==> src/c4_pkg.sv <==
`default_nettype none

package c4_pkg;

	localparam int ROWS = 8;
	localparam int COLS = 8;
	localparam int ROW_BITS = 3;
	localparam int COL_BITS = 3;
	localparam int WINDOWS = 13;
	localparam int LINE_LEN = 4;

	typedef enum logic [1:0] {
		EMPTY   = 2'b00,
		PLAYER1 = 2'b01,
		PLAYER2 = 2'b10
	} cell_t;

	typedef logic [ROW_BITS-1:0] row_t;
	typedef logic [COL_BITS-1:0] col_t;
	typedef logic [ROW_BITS:0] fill_t;

	// Row 0 is the bottom of a column
	typedef cell_t [ROWS-1:0] column_t;
	typedef column_t [COLS-1:0] board_t;

	typedef struct packed {
		logic right;
		logic left;
		logic drop;
	} buttons_t;

	typedef struct packed {
		logic  valid;
		col_t  col;
		cell_t piece;
	} drop_req_t;

	typedef logic [3:0] window_t;

	typedef struct packed {
		logic signed [1:0] drow;
		logic signed [1:0] dcol;
		logic [1:0]        offset;
	} win_geom_t;

	// Cell j lies at the new piece plus (j - offset) steps
	function automatic win_geom_t window_geom(window_t w);
		win_geom_t g;
		if (w == 4'd0)
		begin
			g.drow = -2'sd1;
			g.dcol = 2'sd0;
			g.offset = 2'd0;
		end
		else if (w <= 4'd4)
		begin
			g.drow = 2'sd0;
			g.dcol = 2'sd1;
			g.offset = 2'(w - 4'd1);
		end
		else if (w <= 4'd8)
		begin
			g.drow = 2'sd1;
			g.dcol = 2'sd1;
			g.offset = 2'(w - 4'd5);
		end
		else
		begin
			g.drow = -2'sd1;
			g.dcol = 2'sd1;
			g.offset = 2'(w - 4'd9);
		end
		return g;
	endfunction

endpackage

`default_nettype wire

==> src/column_stack.sv <==
`timescale 1ns/1ps
`default_nettype none

module column_stack #(
	parameter int IDX = 0
) (
	input  logic              clk,
	input  logic              rst_n,
	input  c4_pkg::drop_req_t drop_req,
	output c4_pkg::column_t   col_data,
	output c4_pkg::fill_t     fill
);

	logic write;

	assign write = drop_req.valid
		&& (drop_req.col == c4_pkg::col_t'(IDX))
		&& (fill < c4_pkg::fill_t'(c4_pkg::ROWS));

	// Fill count doubles as the row of the next free cell
	always_ff @(posedge clk or negedge rst_n)
	begin
		if (!rst_n)
		begin
			for (int r = 0; r < c4_pkg::ROWS; r++)
				col_data[r] <= c4_pkg::EMPTY;
			fill <= '0;
		end
		else if (write)
		begin
			col_data[fill[c4_pkg::ROW_BITS-1:0]] <= drop_req.piece;
			fill <= fill + 1'b1;
		end
	end

endmodule

`default_nettype wire

==> config.mk <==
export PLATFORM = sky130hd
export DESIGN_NAME = column_stack
export DESIGN_NICKNAME = d
export VERILOG_FILES = /design/src/c4_pkg.sv /design/src/column_stack.sv
export SDC_FILE = /design/constraint.sdc
export NUM_CORES = 1
export LEC_CHECK = 0
export CAP_MARGIN = 20
export CORE_MARGIN = 2
export CORE_UTILIZATION = 39
export CTS_BUF_LIST = sky130_fd_sc_hd__clkbuf_8 sky130_fd_sc_hd__clkbuf_16
export DETAILED_ROUTE_END_ITERATION = 12
export DONT_BUFFER_PORTS = 1
export GPL_ROUTABILITY_DRIVEN = 0
export PLACE_DENSITY_LB_ADDON = 0.1
export SYNTH_ARGS = -nofsm -noshare
export SYNTH_HDL_FRONTEND = slang
export SYNTH_SLANG_ARGS = --single-unit
==> constraint.sdc <==
create_clock -name clk -period 3.2 [get_ports clk]
set_input_delay 0.64 -clock clk [delete_from_list [all_inputs] [get_ports clk]]
set_output_delay 0.64 -clock clk [all_outputs]
set_load 0.1 [all_outputs]
Word level (Yosys, flattened, before mapping)
Cells that the tools add are included.
{ "word_totals": {"regBits": 20, "input_bits": 8, "output_inout_bits": 20, "word_cells": 20} }
{ "op_classes": {"n_addsub": 1, "n_lt_le_gt_ge": 3, "n_mux": 3, "n_reduce_logical": 4} }
{ "ops": {"columns": ["cell", "count"], "rows": [
  ["16-bit bitwise mux", 1],
  ["2-bit demux with 3-bit select", 1],
  ["4-bit by 1-bit adder with 4-bit output (second input constant)", 1],
  ["3-bit by 4-bit < comparator with 1-bit output (second input constant)", 1],
  ["4-bit < comparator (second input constant)", 1],
  ["3-bit by 1-bit greater-or-equal comparator with 1-bit output (second input constant)", 1],
  ["1-bit logical AND", 3],
  ["3-bit logical NOT", 1],
  ["2-bit two-way mux", 1]
]} }

Depth between registers and ports, before layout
{ "depth": {"ltp_word": 5, "ltp_mapped": 3, "ltp_nobuf": 3} }

Worst setup path before layout
OpenSTA, ideal clock, no wires.
{ "synth_path": {"path_kind": "register -> register", "start": "reg fill[2]", "end": "reg col_data[14] in the netlist's numbering", "setup_ns": 0.126, "arrival_ns": 1.942, "required_time_ns": 3.074, "slack_ns": 1.131, "stages_incl_launch_ff": 4, "path_buffers": 0, "period_less_slack_ns": 2.069, "cell_sequence": "dfrtp_1 nor4b_4 and4_4 mux2_4"} }
{ "synth_between": {"elab_chain_len": 5, "elab_cells_between_ends": 8} }
{ "synth_lines": {"columns": ["item", "line_no", "source"], "rows": [
  ["from (decl)", "column_stack.sv:11", "output c4_pkg::fill_t fill"],
  ["from (signal assigned)", "column_stack.sv:32", "fill <= fill + 1'b1;"],
  ["3-bit by 4-bit < comparator with 1-bit output (implied by the code) / 3-bit by 1-bit greater-or-equal comparator with 1-bit output (equally long branches)", "column_stack.sv:31", "col_data[fill[c4_pkg::ROW_BITS-1:0]] <= drop_req.piece;"],
  ["1-bit logical AND (implied by the code)", "column_stack.sv:31", null],
  ["2-bit two-way mux (implied by the code)", "column_stack.sv:31", null],
  ["2-bit demux with 3-bit select", "column_stack.sv:31", null],
  ["16-bit bitwise mux", "column_stack.sv:31", null],
  ["to (signal, indexed assignment)", "column_stack.sv:26", "col_data[r] <= c4_pkg::EMPTY;"],
  ["to (signal, indexed assignment)", "column_stack.sv:31", null],
  ["to (decl)", "column_stack.sv:10", "output c4_pkg::column_t col_data,"]
]} }
Several ways; a longest one is shown, not always the timed one.
A chain may end at the register's enable or synchronous reset.

Worst setup path in the final report
{ "layout_path": {"start": "reg fill[0]", "end": "out fill[0]"} }
No word-level cell between the ends.

==> metrics.csv <==
metric,value,unit
outcome,"finished, final reports clean",
final worst path period share,60.9,%
Worst R2R Start,fill[0]$_DFFE_PN0P_,
Hold Crit Class,input pin to asynchronous set/reset pin,
clock skew,0.00161,ns
Clock Latency Late Sink,0.25,ns
post-synth top area share,57.1,%
CP arrival,1.31,ns
Post-DP HPWL,1.19,mm
vias in the first global route,503,
Syn Area/Cell,15.1,um^2
Layout area overhead,11.1,%
top post-synthesis cells by area,"dfrtp_1 (57%), mux2_2 (19%), mux2_4 (3.4%), nand2_1 (3.0%), and4bb_2 (2.9%)",
gr usage total,13.7,%
Inserted Clock Buffers,3,
max cap viols,0,
final non-filler cell area,975,um^2
total wire length,1.55,mm
TritonCTS Sinks,20,
Die Width,51.4,um
Final min period,1.95,ns
multi-input logic area,377,um^2
Required @ worst endpoint,2.56,ns
Worst slew margin,28.6,%
cell taking the most area after synthesis,dfrtp_1,
crit end category,output port,
FF-to-FF End,col_data[11]$_DFFE_PN0P_,
global-route wire length before repair,2.55,mm
wire per inst,17.1,um
Core Region,2170,um^2
reg2reg setup slack,1.26,ns
setup bufs post-CTS,0,
TritonRoute pass-1 iters,2,
worst setup path startpoint,fill[0]$_DFFE_PN0P_,
max-slew violations,0,
Least-Margin Pin Slew,1.07,ns
hold_buf cts,0,
syn_nets,67,
Core Rows,17,
critical-path maximum fanout,8,
CTS H-tree depth,1,
Final ANT Viol Nets,0,
post-cts sizing count,0,
Nets,73,
Synth Instances,58,
via count,477,
die area,2640,um^2
"Distinct cells, synth",16,
post-route setup TNS,0,ns
number of fillers in the final layout,199,
Setup WS pre-CTS,1.26,ns
final worst slack,1.25,ns
yosys synthesis warning count,0,
Sequential Area,500,um^2
# DRC,0,
Final setup viols,0,
critical path launch point type,flip-flop,
IO Pins,28,
Initial DRC Count,1,
initial core utilization,40.4,%
Synth Cell Area,877,um^2
DP Area,920,um^2
worst-case clock buffer depth,2,
die height,51.4,um
I/O Buffers,0,
#FFs+latches synth,20,
WS Path Type,flip-flop to output port,
"CTS clk-pin slew, worst paths",0.07,ns
global route overflow,0,
Max Freq,0.513,GHz
final-report hold violation count,0,
largest net degree at the start of global routing,21,
CTS tree,done,
layout cells sized above 1,44.4,%
initial antenna violation count,0,
unrepaired setup endpoints after global routing,no,
register area share after synthesis,57.1,%
# diodes,0,
routed vias/inst,5.24,
R2R depth,3,
Root Buffer,clkbuf_8,
Util after Layout,44.9,%
-- state kept, by name, summed over array words and instances (netlist names) --
register and count:
fill 4, col_data 16
-- cell usage in the layout (no fill, tap or decap) --
| cell type | netlist | final |
|---|---|---|
| nor4b_1 | 1 | 1 |
| nand3_1 | 1 | 1 |
| nor3_1 | 1 | 1 |
| and4bb_2 | 2 | 2 |
| mux2_2 | 15 | 15 |
| mux2_4 | 2 | 2 |
| and4_1 | 1 | 1 |
| clkbuf_8 | 0 | 4 |
| xnor2_1 | 2 | 2 |
| and4_4 | 1 | 1 |
| dfrtp_1 | 20 | 20 |
| or2_2 | 1 | 1 |
| nor4b_4 | 1 | 1 |
| buf_4 | 0 | 1 |
| nor2b_1 | 1 | 1 |
| ha_1 | 1 | 1 |
| nor4_4 | 1 | 1 |
| nand2_1 | 7 | 7 |
-- Yosys cell counts --
cell and n:
dfrtp_1 20, ha_1 1, nor4b_4 1, mux2_4 2, nand2_1 7, nor2b_1 1
and4bb_2 2, and4_1 1, mux2_2 15, nor4b_1 1, nand3_1 1, nor3_1 1
or2_2 1, and4_4 1, nor4_4 1, xnor2_1 2
-- cell type report --
class	instances	share of cell area (%)
Sequential cell	20	51.3
Multi-Input combinational cell	38	38.6
Tap cell	28	3.59
Timing Repair Buffer	1	0.770
Clock buffer	4	5.65
-- metal layers --
layer / routed length [um] / global-route usage (%)
met1: 690 / 16.8
met4: 11 / 6.58
met3: 98 / 5.26
met2: 753 / 21.2
met5: 0 / 0
-- logic make-up (layout without fill, tap and decap cells) --
logic type / after synthesis / in the layout / synth area share [%]
XOR/XNOR: 2 / 2 / 2.00
multiplexers: 17 / 17 / 22.7
AND/OR/NAND/NOR: 18 / 18 / 16.8
flip-flops: 20 / 20 / 57.1
adder cells (fa/ha/maj): 1 / 1 / 1.43
buffers and inverters: 0 / 5 / 0
-- stage by stage --
stage,std cells,hold WS (ns)
2_1_floorplan,58,0.344
3_3_place_gp,87,0.345
3_5_place_dp,87,0.345
4_1_cts,91,0.0655
5_1_grt,91,0.0548
6_report,91,0.0753
-- worst max path at each step --
stage	to	depth (start not counted)
floorplan	col_data[14]$_DFFE_PN0P_	3
CTS	fill[0]	0
finish	fill[0]	0
global route	col_data[0]$_DFFE_PN0P_	3
global placement	col_data[10]$_DFFE_PN0P_	3
detailed placement	col_data[11]$_DFFE_PN0P_	3
Power is left out: the tool's default activity adds up to more than one toggle a clock period on the data nets, which glitch-free logic cannot reach.
