[config.mk]
export PLATFORM = sky130hd
export DESIGN_NAME = button_sync
export DESIGN_NICKNAME = d
export VERILOG_FILES = /design/src/c4_pkg.sv /design/src/button_sync.sv
export SDC_FILE = /design/constraint.sdc
export NUM_CORES = 1
export LEC_CHECK = 0
export BUFFER_PORTS_ARGS = -buffer_cell sky130_fd_sc_hd__buf_2
export CAP_MARGIN = 30
export CORE_AREA = 3 3 40 42
export CTS_BUF_LIST = sky130_fd_sc_hd__clkbuf_2 sky130_fd_sc_hd__clkbuf_4 sky130_fd_sc_hd__clkbuf_8
export CTS_CLUSTER_DIAMETER = 50
export DETAILED_ROUTE_END_ITERATION = 8
export DIE_AREA = 0 0 43 45
export GPL_ROUTABILITY_DRIVEN = 0
export GPL_TIMING_DRIVEN = 0
export PLACE_DENSITY_LB_ADDON = 0.05
export SLEW_MARGIN = 20
export SYNTH_ARGS = -nofsm -noshare
export SYNTH_HDL_FRONTEND = slang
export SYNTH_SLANG_ARGS = --single-unit
[constraint.sdc]
create_clock -name clk -period 2.2 [get_ports clk]
set_input_delay 0.33 -clock clk [delete_from_list [all_inputs] [get_ports clk]]
set_output_delay 0.33 -clock clk [all_outputs]
set_load 0.05 [all_outputs]
[src/c4_pkg.sv]
`default_nettype none

package c4_pkg;

	localparam int ROWS = 8;
	localparam int COLS = 8;
	localparam int ROW_BITS = 3;
	localparam int COL_BITS = 3;
	localparam int WINDOWS = 13;
	localparam int LINE_LEN = 4;

	typedef enum logic [1:0] {
		EMPTY   = 2'b00,
		PLAYER1 = 2'b01,
		PLAYER2 = 2'b10
	} cell_t;

	typedef logic [ROW_BITS-1:0] row_t;
	typedef logic [COL_BITS-1:0] col_t;
	typedef logic [ROW_BITS:0] fill_t;

	// Row 0 is the bottom of a column
	typedef cell_t [ROWS-1:0] column_t;
	typedef column_t [COLS-1:0] board_t;

	typedef struct packed {
		logic right;
		logic left;
		logic drop;
	} buttons_t;

	typedef struct packed {
		logic  valid;
		col_t  col;
		cell_t piece;
	} drop_req_t;

	typedef logic [3:0] window_t;

	typedef struct packed {
		logic signed [1:0] drow;
		logic signed [1:0] dcol;
		logic [1:0]        offset;
	} win_geom_t;

	// Cell j lies at the new piece plus (j - offset) steps
	function automatic win_geom_t window_geom(window_t w);
		win_geom_t g;
		if (w == 4'd0)
		begin
			g.drow = -2'sd1;
			g.dcol = 2'sd0;
			g.offset = 2'd0;
		end
		else if (w <= 4'd4)
		begin
			g.drow = 2'sd0;
			g.dcol = 2'sd1;
			g.offset = 2'(w - 4'd1);
		end
		else if (w <= 4'd8)
		begin
			g.drow = 2'sd1;
			g.dcol = 2'sd1;
			g.offset = 2'(w - 4'd5);
		end
		else
		begin
			g.drow = -2'sd1;
			g.dcol = 2'sd1;
			g.offset = 2'(w - 4'd9);
		end
		return g;
	endfunction

endpackage

`default_nettype wire

[src/button_sync.sv]
`timescale 1ns/1ps
`default_nettype none

module button_sync (
	input  logic             clk,
	input  logic             rst_n,
	input  logic             right_pin,
	input  logic             left_pin,
	input  logic             drop_pin,
	output c4_pkg::buttons_t btn
);

	// Bit order follows buttons_t with right as the top bit
	logic [2:0] stage1;
	logic [2:0] stage2;
	logic [2:0] stage3;
	logic [2:0] press;

	// Pins idle high so the chain resets high
	always_ff @(posedge clk or negedge rst_n)
	begin
		if (!rst_n)
		begin
			stage1 <= '1;
			stage2 <= '1;
			stage3 <= '1;
		end
		else
		begin
			stage1 <= {right_pin, left_pin, drop_pin};
			stage2 <= stage1;
			stage3 <= stage2;
		end
	end

	assign press = stage3 & ~stage2;

	always_ff @(posedge clk or negedge rst_n)
	begin
		if (!rst_n)
			btn <= '0;
		else
		begin
			// Opposite moves in one cycle cancel
			btn.right <= press[2] & ~press[1];
			btn.left <= press[1] & ~press[2];
			btn.drop <= press[0];
		end
	end

endmodule

`default_nettype wire

### Word level (Yosys, flattened, before mapping)

Cells that the tools add are included.

| word-level totals | value |
|---|---|
| bits of input ports | 5 |
| bits in registers | 12 |
| output and inout port bits | 3 |
| logic and storage cells | 12 |

| operators by class | value |
|---|---|
| bitwise logic cells | 6 |

Operators with widths:

| operator | number |
|---|---|
| $and 3x3->3 | 1 |
| $not 3->3 | 1 |
| $and 1x1->1 | 2 |
| $not 1->1 | 2 |

### Longest topological paths before layout

| logic depth | value |
|---|---|
| word-level depth | 4 |
| gate-level depth with buffers | 2 |
| mapped depth without buffers | 2 |

### Worst setup path before layout

No wires, ideal clock.

| timing path | value |
|---|---|
| path type | reg2out |
| from | reg btn[0] in the netlist's numbering |
| to | out btn[0] in the netlist's numbering |
| arrival | 0.586 ns |
| path buffers | 0 |
| path slack | 1.284 ns |
| data required time | 1.870 ns |
| cell stages (with the launch flop) | 1 |
| cells stage by stage | dfrtp_1 |

RTL lines:

| element | RTL line | text |
|---|---|---|
| from (decl) | button_sync.sv:10 | `output c4_pkg::buttons_t btn` |

No word-level cell between the ends.

### Worst setup path after layout

| timing path | value |
|---|---|
| from | reg btn[1] in the netlist's numbering |
| to | out btn[1] in the netlist's numbering |

No word-level cell between the ends.

==> summary.md <==
| Metric | Value |
|---|---|
| Run status | finished, final reports clean |
| Class of the tightest hold or removal check | in -> reg |
| Clk network pwr share | 0.386 |
| Die Area | 1940 µm² |
| Shortest clock period the worst path allows after layout | 1.17 ns |
| Number of optimization iterations in the first detailed-route pass | 2 |
| Nets | 35 |
| Setup_tns | 0 ns |
| Slack of the worst reg-to-reg path | 1.33 ns |
| Critical Path Source | btn[1]$_DFF_PN0_ |
| Worst VDD drop | 0.265 mV |
| Fin worst setup slack | 1.03 ns |
| Horiz. Die Dim | 43 µm |
| Leakage power | 0.000211 µW |
| Setup-failing EPs final | 0 |
| Share of power burned in combinational logic | 0.061 |
| Clock tree from TritonCTS | built |
| Post-synthesis cell type with the largest combined area | sky130_fd_sc_hd__dfstp_2 |
| Number of nets still failing antenna checks after routing | 0 |
| Global-route usage over all layers | 0.0584 |
| Number of port buffers | 7 |
| Crit path to | btn[1] |
| Core region area | 1280 µm² |
| Required time of the critical path | 1.87 ns |
| Startpoint kind of the worst setup timing path | register |
| DRT Wirelength | 437 µm |
| Fraction of power spent switching nets | 0.208 |
| IO Pins | 8 |
| Worst slack after detailed placement | 1.31 ns |
| Layout cell share with drive strength beyond 1 | 0.793 |
| Cells taking the most area after synthesis | sky130_fd_sc_hd__dfstp_2, sky130_fd_sc_hd__dfrtp_1, sky130_fd_sc_hd__nor2b_4 |
| Post-synthesis instance area | 359 µm² |
| Cell at the root of the clock tree | sky130_fd_sc_hd__clkbuf_4 |
| Vias per Instance | 3.95 |
| Non-filler instance count after layout | 44 |
| Largest stage delay on the critical path | 0.33 ns |
| Area share of the largest cell type after synthesis | 0.659 |
| Worst r2r src | stage3[2]$_DFF_PN1_ |
| Register Area | 312 µm² |
| Synthesized flop and latch total | 12 |
| Cell with the largest stage delay on the worst path | sky130_fd_sc_hd__dfrtp_1 |
| Number of cells produced by synthesis | 17 |
| Number of failing hold endpoints at the final stage | 0 |
| Area of combinational cells with multiple inputs | 43.8 µm² |
| Residual DRC count | 0 |
| FILL cells | 130 |
| Slew margin rel. | 0.829 |
| TritonCTS buffer count | 3 |
| Internal | 348 µW |
| PD cells | 957 nW/µm² |
| Number of antenna violations at the first check in global routing | 0 |
| Clock latency of the later-clocked register in the worst-skew pair | 0.26 ns |
| Synthesized Nets | 22 |
| Total stage count of the critical path | 1 |
| Total instance count after detailed placement | 39 |
| First DRT Iteration DRCs | 1 |
| Routed wire length per instance | 9.93 µm |
| Buffers inserted by post-CTS timing repair | 0 |
| Congestion Overflow GR | 0 |
| Via count of the first global-routing pass | 182 |
| Unrepaired setup endpoints after global routing | false |
| Final Cycle Share | 0.534 |
| Maximum number of pins on one net before global-route repair | 13 |
| Number of cell rows | 13 |
| Wire length of the first global-routing pass | 759 µm |
| Number of slew-limit violations in the final report | 0 |
| Worst path arrival time | 0.84 ns |
| Longest Clk Path Bufs | 2 |
| Initial standard-cell utilization of the core | 0.279 |
| Worst Tran Pin Value | 0.257 ns |
| Switching power of the nets | 91.2 µW |
| Number of buffer and inverter stages on the critical path | 1 |
| CP delay by family, top | flip-flops |
| Synth-to-Final Area Change | 27.9% |
| Count of cells along the worst register-to-register path | 2 |
| Clock Skews | 0.00176 ns |
| Fmax | 852 MHz |
| CP cell instances | buf_2 |
| Number of max-capacitance violations reported | 0 |
| End of the worst register-to-register path | btn[2]$_DFF_PN0_ |
| Clk pin slew, worst setup/hold paths | 0.07 ns |
| Largest fanout of any net on the critical path | 1 |
| Number of antenna diodes | 0 |
| Vias post-DR | 174 |
| Synthesized area per cell | 21.1 µm² |
| # H-tree levels | 1 |
| Number of sinks driven by the clock tree | 12 |
| Number of warnings printed during yosys synthesis | 0 |
| Die outline height | 45 µm |
| Kind of critical path | reg -> out |
| Element type at the critical path end | output port |
| Yosys cell types | 7 |
| Sequential group share of total power | 0.553 |
| Sequential share of the synthesized area | 0.868 |
## worst min-delay path by stage
stage | cells after the start | slack (ns) | end | from
6_report | 1 | 0.16 | stage1[2]$_DFF_PN1_ | right_pin
5_1_grt | 1 | 0.15 | stage1[2]$_DFF_PN1_ | right_pin
4_1_cts | 1 | 0.14 | stage1[2]$_DFF_PN1_ | right_pin
3_5_place_dp | 1 | 0.21 | btn[1]$_DFF_PN0_ | rst_n
3_3_place_gp | 1 | 0.21 | btn[2]$_DFF_PN0_ | rst_n
2_1_floorplan | 0 | 0.03 | btn[0]$_DFF_PN0_ | rst_n
## cells in the final DEF, fill, tap and decap left out, drive strengths merged
| master | Yosys | layout |
|---|---|---|
| dfstp | 9 | 9 |
| nor2b | 2 | 2 |
| a21boi | 1 | 1 |
| nor3b | 1 | 1 |
| dfrtp | 3 | 3 |
| clkbuf | 0 | 4 |
| dlygate4sd3 | 0 | 1 |
| buf | 0 | 7 |
| inv | 1 | 1 |
## power groups by stage
stage | logic (µW) | registers, µW | clock network, µW
2_1_floorplan | 5.01 | 256 | 0
3_3_place_gp | 25.8 | 246 | 0
3_5_place_dp | 26.1 | 247 | 0
4_1_cts | 27.6 | 243 | 179
5_1_grt | 29.3 | 245 | 185
6_report | 27.0 | 243 | 169
## layer usage
metal  GRT usage  routed length, µm  vias to the layer above
met5           0                  0                        -
met4      0.0723                  0                        0
met2      0.0749                224                        8
met1      0.0658                163                       89
met3      0.0239                 49                        0
li1            -                  -                       77
## kinds of logic after synthesis
family,Yosys count,synth area share
and+or+nand+nor,3,0.0906
AOI/OAI and AO/OA,1,0.0314
buffers and inverters,1,0.0104
DFF,12,0.868
## cells in the mapped netlist
| cell | count |
|---|---|
| sky130_fd_sc_hd__nor2b_4 | 1 |
| sky130_fd_sc_hd__dfrtp_1 | 3 |
| sky130_fd_sc_hd__nor2b_1 | 1 |
| sky130_fd_sc_hd__inv_1 | 1 |
| sky130_fd_sc_hd__a21boi_2 | 1 |
| sky130_fd_sc_hd__nor3b_2 | 1 |
| sky130_fd_sc_hd__dfstp_2 | 9 |
## repair_timing
item / CTS / global route
gates resized for setup: 0 / 0
hold endpoints to repair: 3 / 0
hold buffers: 1 / 0
## layout make-up
type,instances,share of cell area
Tap cell,15,0.0409
Multi-Input combinational cell,4,0.0954
Inverter,1,0.00817
Timing Repair Buffer,8,0.0981
Clock buffer,4,0.0790
Sequential cell,12,0.678
## registers in the layout (all words and copies together) (netlist names)
register	flops
stage1	3
stage3	3
stage2	3
btn	3
## stage by stage
stage,total power [µW],hold slack (ns),instance area (µm²),utilization
after CTS,450,0.144,459,0.357
after floorplan,261,0.0344,359,-
after global routing,459,0.146,459,0.357
after detailed placement,273,0.212,413,0.321
final,439,0.156,459,0.357
after global placement,272,0.212,413,0.321
## worst register-to-register path, delay by kind of cell (launching register included)
family	cells	cell delay, ns
and+or+nand+nor	1	0.14
AOI/OAI and AO/OA	1	0.15
DFF	1	0.52
(Power assumes the default switching activity.)
