**src/c4_pkg.sv**
```systemverilog
`default_nettype none

package c4_pkg;

	localparam int ROWS = 8;
	localparam int COLS = 8;
	localparam int ROW_BITS = 3;
	localparam int COL_BITS = 3;
	localparam int WINDOWS = 13;
	localparam int LINE_LEN = 4;

	typedef enum logic [1:0] {
		EMPTY   = 2'b00,
		PLAYER1 = 2'b01,
		PLAYER2 = 2'b10
	} cell_t;

	typedef logic [ROW_BITS-1:0] row_t;
	typedef logic [COL_BITS-1:0] col_t;
	typedef logic [ROW_BITS:0] fill_t;

	// Row 0 is the bottom of a column
	typedef cell_t [ROWS-1:0] column_t;
	typedef column_t [COLS-1:0] board_t;

	typedef struct packed {
		logic right;
		logic left;
		logic drop;
	} buttons_t;

	typedef struct packed {
		logic  valid;
		col_t  col;
		cell_t piece;
	} drop_req_t;

	typedef logic [3:0] window_t;

	typedef struct packed {
		logic signed [1:0] drow;
		logic signed [1:0] dcol;
		logic [1:0]        offset;
	} win_geom_t;

	// Cell j lies at the new piece plus (j - offset) steps
	function automatic win_geom_t window_geom(window_t w);
		win_geom_t g;
		if (w == 4'd0)
		begin
			g.drow = -2'sd1;
			g.dcol = 2'sd0;
			g.offset = 2'd0;
		end
		else if (w <= 4'd4)
		begin
			g.drow = 2'sd0;
			g.dcol = 2'sd1;
			g.offset = 2'(w - 4'd1);
		end
		else if (w <= 4'd8)
		begin
			g.drow = 2'sd1;
			g.dcol = 2'sd1;
			g.offset = 2'(w - 4'd5);
		end
		else
		begin
			g.drow = -2'sd1;
			g.dcol = 2'sd1;
			g.offset = 2'(w - 4'd9);
		end
		return g;
	endfunction

endpackage

`default_nettype wire

```
**src/turn_control.sv**
```systemverilog
`timescale 1ns/1ps
`default_nettype none

module turn_control (
	input  logic                               clk,
	input  logic                               rst_n,
	input  c4_pkg::buttons_t                   btn,
	input  c4_pkg::fill_t [c4_pkg::COLS-1:0]   fill,
	input  logic                               hit,
	output c4_pkg::drop_req_t                  drop_req,
	output c4_pkg::window_t                    win_idx,
	output c4_pkg::row_t                       piece_row,
	output c4_pkg::col_t                       current_col,
	output c4_pkg::cell_t                      current_player,
	output logic                               game_over
);

	typedef enum logic [2:0] {
		IDLE,
		PLACE,
		CHECK,
		DONE,
		WIN
	} state_t;

	state_t state;
	c4_pkg::fill_t col_fill;
	logic col_full;

	assign col_fill = fill[current_col];
	assign col_full = (col_fill == c4_pkg::fill_t'(c4_pkg::ROWS));

	// Request lives for the single PLACE cycle
	assign drop_req.valid = (state == PLACE) && !col_full;
	assign drop_req.col = current_col;
	assign drop_req.piece = current_player;

	always_ff @(posedge clk or negedge rst_n)
	begin
		if (!rst_n)
		begin
			state <= IDLE;
			current_col <= '0;
			current_player <= c4_pkg::PLAYER1;
			game_over <= 1'b0;
			win_idx <= '0;
		end
		else
		begin
			case (state)
				IDLE:
				begin
					if (btn.right)
						current_col <= (current_col == c4_pkg::col_t'(c4_pkg::COLS - 1)) ?
							'0 : current_col + 1'b1;
					else if (btn.left)
						current_col <= (current_col == '0) ?
							c4_pkg::col_t'(c4_pkg::COLS - 1) : current_col - 1'b1;
					if (btn.drop)
						state <= PLACE;
				end
				PLACE:
				begin
					win_idx <= '0;
					// A full column keeps the turn
					state <= col_full ? IDLE : CHECK;
				end
				CHECK:
				begin
					if (hit)
						game_over <= 1'b1;
					if (win_idx == c4_pkg::window_t'(c4_pkg::WINDOWS - 1))
						state <= DONE;
					else
						win_idx <= win_idx + 1'b1;
				end
				DONE:
				begin
					if (game_over)
						state <= WIN;
					else
					begin
						current_player <= (current_player == c4_pkg::PLAYER1) ?
							c4_pkg::PLAYER2 : c4_pkg::PLAYER1;
						state <= IDLE;
					end
				end
				WIN:
					state <= WIN;
				default:
					state <= IDLE;
			endcase
		end
	end

	// Landing row of the new piece is held through the scan
	always_ff @(posedge clk or negedge rst_n)
	begin
		if (!rst_n)
			piece_row <= '0;
		else if (state == PLACE)
			piece_row <= c4_pkg::row_t'(col_fill);
	end

endmodule

`default_nettype wire

```
**config.mk**
```make
export PLATFORM = sky130hd
export DESIGN_NAME = turn_control
export DESIGN_NICKNAME = d
export VERILOG_FILES = /design/src/c4_pkg.sv /design/src/turn_control.sv
export SDC_FILE = /design/constraint.sdc
export NUM_CORES = 1
export LEC_CHECK = 0
export ABC_CLOCK_PERIOD_IN_PS = 3000
export CELL_PAD_IN_SITES_DETAIL_PLACEMENT = 1
export CELL_PAD_IN_SITES_GLOBAL_PLACEMENT = 2
export CORE_MARGIN = 2
export CORE_UTILIZATION = 30
export CTS_BUF_LIST = sky130_fd_sc_hd__clkbuf_4
export DETAILED_ROUTE_END_ITERATION = 12
export DONT_BUFFER_PORTS = 1
export PLACE_DENSITY = 0.72
export SYNTH_ARGS = -nofsm -noshare
export SYNTH_HDL_FRONTEND = slang
export SYNTH_SLANG_ARGS = --single-unit
```
**constraint.sdc**
```tcl
create_clock -name clk -period 3 [get_ports clk]
set_input_delay 0 -clock clk [delete_from_list [all_inputs] [get_ports clk]]
set_output_delay 0 -clock clk [all_outputs]
set_load 0.05 [all_outputs]
```
Word level (Yosys, flattened, before mapping)

Index checks and enable logic that the tools add are counted.

Add/sub/neg operators: 3
Magnitude comparators: 1
Multiplexer cells: 14
Bitwise operators: 1
Equal/unequal tests: 11
Reductions and logical operators: 11

Operator list:

| operator            | count |
|---|---|
| $mux 3              | 7 |
| $pmux 3 s5          | 1 |
| $bmux 4 s3          | 1 |
| $reduce_and 2->1    | 5 |
| $eq 4x4->1 const B  | 2 |
| $mux 4              | 2 |
| $pmux 4 s2          | 1 |
| $eq 3x2->1 const B  | 2 |
| $eq 3x3->1 const B  | 2 |
| $logic_not 3->1     | 2 |
| $ne 2x2->1 const B  | 3 |
| $add 4x1->4 const B | 1 |
| $lt 3x4->1 const B  | 1 |
| $mux 2              | 2 |
| $reduce_bool 2->1   | 2 |
| $add 3x1->3 const B | 1 |
| $eq 3x1->1 const B  | 1 |
| $sub 3x1->3 const B | 1 |
| $eq 2x1->1 const B  | 1 |
| $logic_and 1x1->1   | 1 |
| $logic_not 1->1     | 1 |
| $not 1->1           | 1 |

Bits of input ports: 38
Word-level logic and storage cells: 47
Register bits: 16
Output and inout bits: 19

Logic depth before layout (Yosys ltp)

Depth after elaboration: 5
Gate-level depth with buffers: 7
Mapped depth without buffers: 6

Worst setup path after synthesis

OpenSTA, ideal clock, no wires.

Path kind: reg2reg
From: register current_col[0]
To: register state[1]
Data required time: 2,933 ps
Arrival time: 2,382 ps
Buffers on the path: 1
Path slack: 551 ps
Library setup time: 67 ps
Period minus slack after synthesis: 2,449 ps
Stages on the path, launching flop included: 6
Cell sequence: dfrtp_1 -> buf_6 -> mux4_1 -> mux2_2 -> a41oi_2 -> a21o_1

Longest elaborated chain between the ends: 5

Ends and longest elaborated chain:

| element                      | line               | text |
|---|---|---|
| start: declaration           | turn_control.sv:13 | `output c4_pkg::col_t current_col,` |
| start signal: assignment     | turn_control.sv:54 | `current_col <= (current_col == c4_pkg::col_t'(c4_pkg::COLS - 1)) ?` |
| start signal: assignment     | turn_control.sv:57 | `current_col <= (current_col == '0) ?` |
| $bmux 4 s3                   | turn_control.sv:30 | `assign col_fill = fill[current_col];` |
| $mux 4 (not written as such) | turn_control.sv:30 |  |
| $eq 4x4->1                   | turn_control.sv:31 | `assign col_full = (col_fill == c4_pkg::fill_t'(c4_pkg::ROWS));` |
| $mux 2                       | turn_control.sv:66 | `state <= col_full ? IDLE : CHECK;` |
| $pmux 3 s5                   | turn_control.sv:50 | `case (state)` |
| end signal: assignment       | turn_control.sv:66 |  |
| end: declaration             | turn_control.sv:26 | `state_t state;` |

No other way between the ends. The select of a mux whose other input is x is not followed.
A chain may end at the register's enable or synchronous reset.

==> run summary <==
outcome - finished clean
number of distinct library cells after synthesis - 32
Mapped Area - 0.00111 mm^2
Primary FF master, synth - dfrtp_1
postcts setup bufs - 0
Fin Setup TNS - 0 ns
overall power - 1380 uW
die span in y - 65.0 um
CTS hold repair buffers - 4
Final Util - 0.337
DR vias/cell - 5.35
final worst slack - 0.711 ns
crit path from - current_col[0]$_DFFE_PN0P_
Critical Path RT - 3.00 ns
Clock Skew - 0.00578 ns
Place WS - 1.01 ns
post-CTS resize count - 0
CTS Sinks - 16
DP HPWL - 1890 um
Pwr Density - 1130 mW/mm^2
top cells by area, synth - dfrtp_1 (34%), mux4_1 (19%), ha_1 (6.7%)
worst hold stages - 3
syn avg cell area - 11.1 um^2
HP Start - btn[2]
largest net degree at the start of global routing - 17
Area growth syn-to-layout - 8.87%
Port Buf Inserts - 0
Core Rows - 22
ys async rst share - 1.00
clk root buf - clkbuf_4
relative slew slack - 0.430
RePlAce Congestion - 0.687
starting density of the core - 0.309
initial antenna violation count - 0
CP max-delay cell - dfrtp_1
Die W - 65.0 um
cell count of the worst reg-to-reg path - 4
top-area cell type share of the netlist area - 0.337
H-tree depth - 1
Worst Hold Class - input pin to register
number of nets in the layout - 148
Antenna diodes - 0
core region area - 0.00361 mm^2
global route total overflow - 0
yosys warns - 0
critical path class - register to output port
CTS Buf Count - 3
Total Wirelength - 2380 um
Global Route Usage Sum - 0.126
number of global-route vias before repair - 932
Die ar. - 0.00422 mm^2
worst vdd ir - 0.484 mV
wire length per cell - 15.8 um
crit-path cells - mux4_1, mux2_2, a41oi_2, buf_4
reg2reg start - current_col[0]$_DFFE_PN0P_
first-pass GRT wire length - 4080 um
Final Hold Viols - 0
minimum clock period - 2.29 ns
first-pass detailed-route iteration total - 4
GR peak layer - met2
Hold Path End - current_col[1]$_DFFE_PN0P_
Max Transition Viols Final - 0
Worst Tran Pin Value - 0.848 ns
Hold WS - 0.0360 ns
RSZ-0062 raised after global routing - no
Clk Latency, worst-skew pair - 0.29 ns
CTS tree - done
DRC - 0
Synth Net Count - 144
CP Data Arrival Time - 2.29 ns
Post-Synthesis Cells - 100
sequential-to-total area share from yosys stat - 0.360
crit path launch type - register
GR Util met2 - 0.216
cell taking the most area after synthesis - dfrtp_1
final worst-path cycle share - 0.763
flop2flop setup slack - 1.04 ns
Crit. End Element - output port
CP peak stage delay - 0.64 ns
CTS Buffer Depth - 2
layout cells sized above 1 - 0.107
Max Fclk - 0.437 GHz
critical-path maximum fanout - 12
leakage - 0.000549 uW
DR vias - 808
Iteration-0 DRC Markers - 22
#FFs+latches synth - 16
remaining antenna violation count - 0
# IOs - 57
met1 usage - 0.144
CTS clock-pin slew for the worst setup and hold paths - 0.10 ns
Worst R2R End - state[1]$_DFFE_PN0P_
met3 usage - 0.0330
number of synthesized flops with an enable pin - 0
max_cap viols - 0
Setup-failing EPs final - 0
[synth_stat cells, drive strengths merged (2+ instances only)]
library cell	n
ha	6
nand2	8
nand3	7
nand2b	2
mux4	8
buf	7
o21a	2
a21oi	3
clkbuf	3
inv	6
nor2	3
nand3b	2
dfrtp	15
o21ai	9
mux2i	5
[sequential cells by signal (all words and copies together) (netlist names)]
| register | flops |
|---|---|
| win_idx | 4 |
| state | 3 |
| game_over | 1 |
| current_col | 3 |
| current_player | 2 |
| piece_row | 3 |
[report_power, final]
part	switching, uW	internal, uW	total [uW]
Combinational	396	283	679
Clock	71.2	48.3	120
Sequential	284	293	577
[critical path, delay by kind of cell, from the launching register on]
kind                   cells  cell delay [ns]
multiplexers               2             0.90
buffers and inverters      1             0.24
flip-flops                 1             0.64
AO/OA/AOI/OAI              1             0.22
[metal layers]
metal  routed length, um  vias up
met5                   0        -
met4                  27        0
met3                 245        2
met2                1220       51
met1                 892      382
li1                    -      373
[area by class of cell]
type / instances / area [um^2]
Fill cell: 408 / 2390
Multi-Input combinational cell: 68 / 626
Sequential cell: 16 / 402
Timing Repair Buffer: 9 / 77.6
Tap cell: 48 / 60.1
Clock buffer: 3 / 22.5
Inverter: 6 / 22.5
Clock inverter: 1 / 3.75
[cells in the final DEF, fill, tap and decap left out, types with 2 or more instances in the layout]
master         synthesis  layout
nand3_1                7       7
clkbuf_4               0       3
mux4_1                 8       8
nand3b_1               2       2
dlygate4sd3_1          0       4
dfrtp_1               15      15
o21a_1                 2       2
nor2_1                 3       3
nand2_1                8       8
mux2i_1                5       5
buf_4                  5       5
ha_1                   6       6
inv_1                  6       6
a21oi_1                3       3
o21ai_1                4       4
o21ai_0                5       5
nand2b_1               2       2
[through the flow]
step / instance area (um^2) / cells
floorplan: 1110 / 100
global placement: 1150 / 143
detailed placement: 1150 / 143
CTS: 1210 / 151
global route: 1210 / 151
finish: 1210 / 151
[worst max path at each step]
stage,to,slack (ns)
after floorplan,state[1]$_DFFE_PN0P_,0.55
after global placement,drop_req[5],1.04
after detailed placement,drop_req[5],1.01
after CTS,drop_req[5],0.66
after global routing,drop_req[5],0.53
final,drop_req[5],0.71
[cell families (layout without fill, tap and decap cells)]
kind of cell             Yosys count  after routing  share of synthesized area
AO/OA/AOI/OAI                     18             18                      0.103
AND/OR/NAND/NOR                   28             28                      0.131
buffers and inverters             16             19                     0.0786
multiplexers                      14             14                      0.244
adder cells (fa/ha/maj)            6              6                     0.0673
XOR/XNOR                           2              2                     0.0157
flip-flops                        16             16                      0.360
No activity file was read; power rests on OpenSTA's default activity.
